===== src/hw/mem_pkg.sv =====
package mem_pkg;

    // --------------------------------------------------
    // geometry
    localparam int addr_width        = 32;  // byte address
    localparam int data_width        = 32;
    localparam int mem_depth         = 256; // words
    localparam int word_index_width  = $clog2(mem_depth);
    localparam int byte_offset_width = 2;   // bytes within a word

    // --------------------------------------------------
    // timing
    localparam int mem_delay         = 4;   // accept to ack, at least 1
    localparam int delay_cnt_width   = $clog2(mem_delay + 1);

    // counter start value, reaches zero in the cycle before ack
    localparam logic [delay_cnt_width-1:0] delay_load =
        delay_cnt_width'(mem_delay - 1);

endpackage


===== src/hw/arb_pkg.sv =====
package arb_pkg;

    // --------------------------------------------------
    // requesters
    localparam int num_requesters = 2;
    localparam int port_width     = $clog2(num_requesters);

    // port index, lower index wins
    localparam logic [port_width-1:0] port_data  = port_width'(0);
    localparam logic [port_width-1:0] port_fetch = port_width'(1);

endpackage


===== src/hw/mem_arbiter.sv =====
`timescale 1ns/1ns

module mem_arbiter (
    input  logic                           clk,
    input  logic                           rst,

    // fetch side
    input  logic                           fetch_req,
    input  logic [mem_pkg::addr_width-1:0] fetch_addr,
    output logic [mem_pkg::data_width-1:0] fetch_rdata,
    output logic                           fetch_ack,

    // data side
    input  logic                           data_req,
    input  logic                           data_we,
    input  logic [mem_pkg::addr_width-1:0] data_addr,
    input  logic [mem_pkg::data_width-1:0] data_wdata,
    output logic [mem_pkg::data_width-1:0] data_rdata,
    output logic                           data_ack,

    // memory side
    output logic                           mem_rd_req,
    output logic                           mem_wr_req,
    output logic [mem_pkg::addr_width-1:0] mem_addr,
    output logic [mem_pkg::data_width-1:0] mem_wr_data,
    input  logic [mem_pkg::data_width-1:0] mem_rd_data,
    input  logic                           mem_busy,
    input  logic                           mem_ack
);
    import mem_pkg::*;
    import arb_pkg::*;

    logic                  locked;
    logic [port_width-1:0] owner;

    logic [port_width-1:0] sel_port;
    logic                  sel_req;
    logic                  sel_we;
    logic [addr_width-1:0] sel_addr;
    logic                  grant;
    logic                  present;

    // --------------------------------------------------
    // selection
    always_comb begin
        if (locked) begin
            sel_port = owner; // hold until ack
        end else if (data_req) begin
            sel_port = port_data;
        end else begin
            sel_port = port_fetch;
        end
    end

    assign sel_req  = (sel_port == port_data) ? data_req : fetch_req;
    assign sel_we   = (sel_port == port_data) && data_we;
    assign sel_addr = (sel_port == port_data) ? data_addr : fetch_addr;

    assign grant    = !locked && !mem_busy && sel_req;
    assign present  = (locked || grant) && sel_req && !mem_ack; // no re-accept on ack

    assign mem_rd_req  = present && !sel_we;
    assign mem_wr_req  = present && sel_we;
    assign mem_addr    = sel_addr;
    assign mem_wr_data = data_wdata; // only data port writes

    always_ff @(posedge clk or posedge rst) begin
        if (rst) begin
            locked <= 1'b0;
            owner  <= port_data;
        end else if (mem_ack) begin
            locked <= 1'b0;
        end else if (grant) begin
            locked <= 1'b1;
            owner  <= sel_port;
        end
    end

    // --------------------------------------------------
    // response steering
    assign data_ack    = mem_ack && (owner == port_data);
    assign fetch_ack   = mem_ack && (owner == port_fetch);
    assign data_rdata  = data_ack ? mem_rd_data : '0;
    assign fetch_rdata = fetch_ack ? mem_rd_data : '0;

    ack_while_locked: assert property (
        @(posedge clk) disable iff (rst) mem_ack |-> locked
    );

endmodule


===== config.mk =====
export PLATFORM = sky130hd
export DESIGN_NAME = mem_arbiter
export DESIGN_NICKNAME = d
export VERILOG_FILES = /design/src/hw/mem_pkg.sv /design/src/hw/arb_pkg.sv /design/src/hw/mem_arbiter.sv
export SDC_FILE = /design/constraint.sdc
export NUM_CORES = 1
export LEC_CHECK = 0
export BUFFER_PORTS_ARGS = -buffer_cell sky130_fd_sc_hd__buf_2
export CAP_MARGIN = 25
export CORE_AREA = 2 2 103 105
export DETAILED_ROUTE_END_ITERATION = 12
export DIE_AREA = 0 0 105 107
export HOLD_SLACK_MARGIN = 0.08
export PLACE_DENSITY = 0.51
export SETUP_SLACK_MARGIN = 0.3
export SLEW_MARGIN = 30
export SYNTH_ARGS = -nofsm -noshare
export SYNTH_HDL_FRONTEND = slang
export SYNTH_SLANG_ARGS = --single-unit

===== constraint.sdc =====
create_clock -name clk -period 2.15 [get_ports clk]
set_input_delay 0.43 -clock clk [delete_from_list [all_inputs] [get_ports clk]]
set_output_delay 0.43 -clock clk [all_outputs]
set_load 0.05 [all_outputs]

==> key figures <==
Outcome
  • Status: completed

Power
  • Sw Ratio: between 50 and 60%
  • Psw: about 1000 µW
  • Power Density: 570 nW/µm²
  • Clock power share: 7.5%
  • Leakage: 1.93 nW
  • Reg power frac: 2.8%
  • Peak VDD IR: approximately 0.00018 V
  • Combinational power share: approximately 90%
  • Internal: approximately 940 µW

Run
  • Total of max-cap violations: 0

Clocking
  • Clock Root Buffer: clkbuf_8
  • Worst-case clock buffer depth: 2
  • Clk sinks: 2
  • Worst skew pair latency: about 210 ps
  • CTS tree: yes
  • CTS H-tree depth: 1
  • Inserted Clock Buffers: 3
  • Clock slew at reported path FFs: around 30 ps

GRT
  • Vias in the first global route: around 2k
  • GRT Overall Usage: 11.7%
  • First-pass GRT wire length: 10500 µm
  • Initial antenna violation count: 0
  • Pin count of the biggest net entering global routing: 26
  • GRT Residual Overflow: 0

Worst setup path
  • CP Class: reg2out
  • Crit path DAT: between 1500 and 2000 ps
  • CP peak stage delay: roughly 380 ps
  • Slowest-stage cell, CP: dfrtp_2
  • Element type at the critical path end: primary output
  • Critical path origin: locked
  • RR Startpoint: locked
  • Worst-path fanout max: 7
  • Critical Path RT: approximately 1700 ps
  • CP Cell Sequence: mux2i_4 -> buf_6 -> buf_12 -> buf_16 -> mux2_4 -> buf_6
  • WP buf/inv: 4
  • CP delay by family, top: multiplexers
  • Most frequent CP cell: buf_6
  • Element type at the critical path start: flip-flop

Timing
  • RSZ-0062 raised after global routing: yes
  • Worst Max-Slew Pin Slew: ~240 ps
  • Setup WS post-layout: 13.1 ps
  • Max-slew violations: 0
  • Crit path time final: 2140 ps
  • Worst Skew: 0.605 ps
  • F_max: between 400 and 500 MHz
  • Hold Vio Cnt, Final: 0
  • Relative slew margins: 83.2%
  • Final setup fails: 0
  • Period utilisation layout: 99.4%

Synthesis
  • Synth cell count leaders: and2_1, and3_1, buf_4, mux2_4, clkbuf_1
  • Synth Instances: 160
  • Synth async-reset ratio: between 90% and 100%
  • Net Count, Synth: around 300
  • Dominant cells by area after synthesis: mux2_4, buf_4, and2_1
  • EDFF count, synth: 0
  • Sequential area share after synthesis: roughly 3.7%
  • Synthesis-stage register bit count: 2
  • Yosys top cell area share: about 31%
  • Mapped Area: 1350 µm²
  • Ys Warns: 0
  • Top_reg_cell synth: dfrtp_1
  • Distinct cell type count after synthesis: 19
  • Cell accounting for the most synthesized area: mux2_4
  • Syn Area/Cell: between 8 and 9 µm²

Layout
  • Nets: slightly below 500
  • Ant. Diodes: 0
  • Area Growth Syn to Fin: 151%
  • Multi-input logic area: approximately 1100 µm²
  • Reg area: 52.6 µm²
  • Finished Cell Area: about 3400 µm²
  • Layout cells sized above 1: 87.6%
  • Fill cells: around 1.0k

Floorplan
  • Core ar.: 10100 µm²
  • # IOs: roughly 270
  • Initial core utilization: between 10% and 20%
  • Die Ht: 107 µm
  • Rows: 37
  • Die outline width: between 100 and 150 µm
  • Die ar.: ~11000 µm²

Place
  • Setup WS pre-CTS: -46.4 ps
  • Final RePlAce weighted congestion: 0.674
  • DP Area: roughly 2400 µm²
  • DPL Wire Length: 4620 µm
  • Port Buf Inserts: ~200

Detailed routing
  • Post-route ant nets: 0
  • Via density: roughly 3.9
  • Vias: roughly 1.9k
  • Drc violations: 0
  • Drt total wl: between 7000 and 8000 µm
  • 1st-iter DRT viols: 53
  • Drt first pass iters: 4
  • DR WL/cell: ~15 µm

Worst hold path
  • Worst Min Path Start: data_req
  • Hold Path Class: in2reg
## layer usage
layer  share of wire, %  vias up  GRT usage (%)
met3                8.6       20           2.86
met4                1.4        0           3.05
met5                  0        -              0
met1                 37      871           12.9
li1                   -      889              -
met2                 53      112           22.1
## registers in the layout, indices dropped and copies added, names as in the netlist
signal / cells
owner: 1
locked: 1
## cell type report
class	count	area share (%)
sequential	2	1.55
multi-input combinational	110	32.4
tap	136	5.00
inverter	2	0.221
clock buffer	3	1.21
timing repair buffer	231	59.6
## layout by cell type, fill, tap and decap left out, drive strengths merged
cell and instances:
inv 2, nor3 1, dfrtp 2, o21ba 1, nor2b 2, buf 230, a2111oi 1, mux2 32
dlygate4sd3 1, nor2 2, a21oi 2, a21boi 1, mux2i 2, and3 33, and2 33, clkbuf 3
## timing repair
item / CTS / global route
cloned: 6 / 0
setup endpoints to repair: 67 / 66
pin swaps: 31 / 2
gates resized for setup: 218 / 0
setup buffers: 13 / 0
endpoints found under the hold margin: 2 / 0
hold buffers: 1 / 0
## final timing paths
path,to,slack [ps],cells past startpoint
max in group asynchronous,owner,1390,3
hold / removal,owner,440,2
setup reg to reg,owner,1020,4
hold reg to reg,owner,790,3
setup / recovery,mem_addr[30],10,6
min in group asynchronous,locked,630,3
## worst reg2reg max path, cell delays in order (launching register included)
cell and delay (ps):
dfrtp_2 420, buf_4 160, nor3_1 240, a21oi_1 100
a21oi_1 120
## metrics by stage
step	util (%)	std cells	total power, mW	hold slack [ps]	setup TNS [ps]
floorplan	-	160	1.17	171	0
CTS	33.7	484	1.94	441	0
finish	33.7	484	1.94	439	0
detailed placement	23.4	461	1.31	287	-90.7
global placement	23.4	461	1.30	283	-28.5
global route	33.7	484	2.02	454	-674
## power groups by stage
stage	registers, mW	clock network (mW)	logic, mW
final	0.0534	0.145	1.74
after global routing	0.0548	0.152	1.81
after CTS	0.0542	0.149	1.74
after detailed placement	0.0537	0	1.25
after global placement	0.0539	0	1.25
after floorplan	0.0471	0	1.13
## logic make-up after synthesis
kind of cell	after synthesis	synth area share [%]
buffers and inverters	48	24.5
AO/OA/AOI/OAI	5	2.68
flip-flops	2	3.70
AND/OR/NAND/NOR	71	32.3
multiplexers	34	36.8
Note: power is estimated with default switching activity, not from simulation.
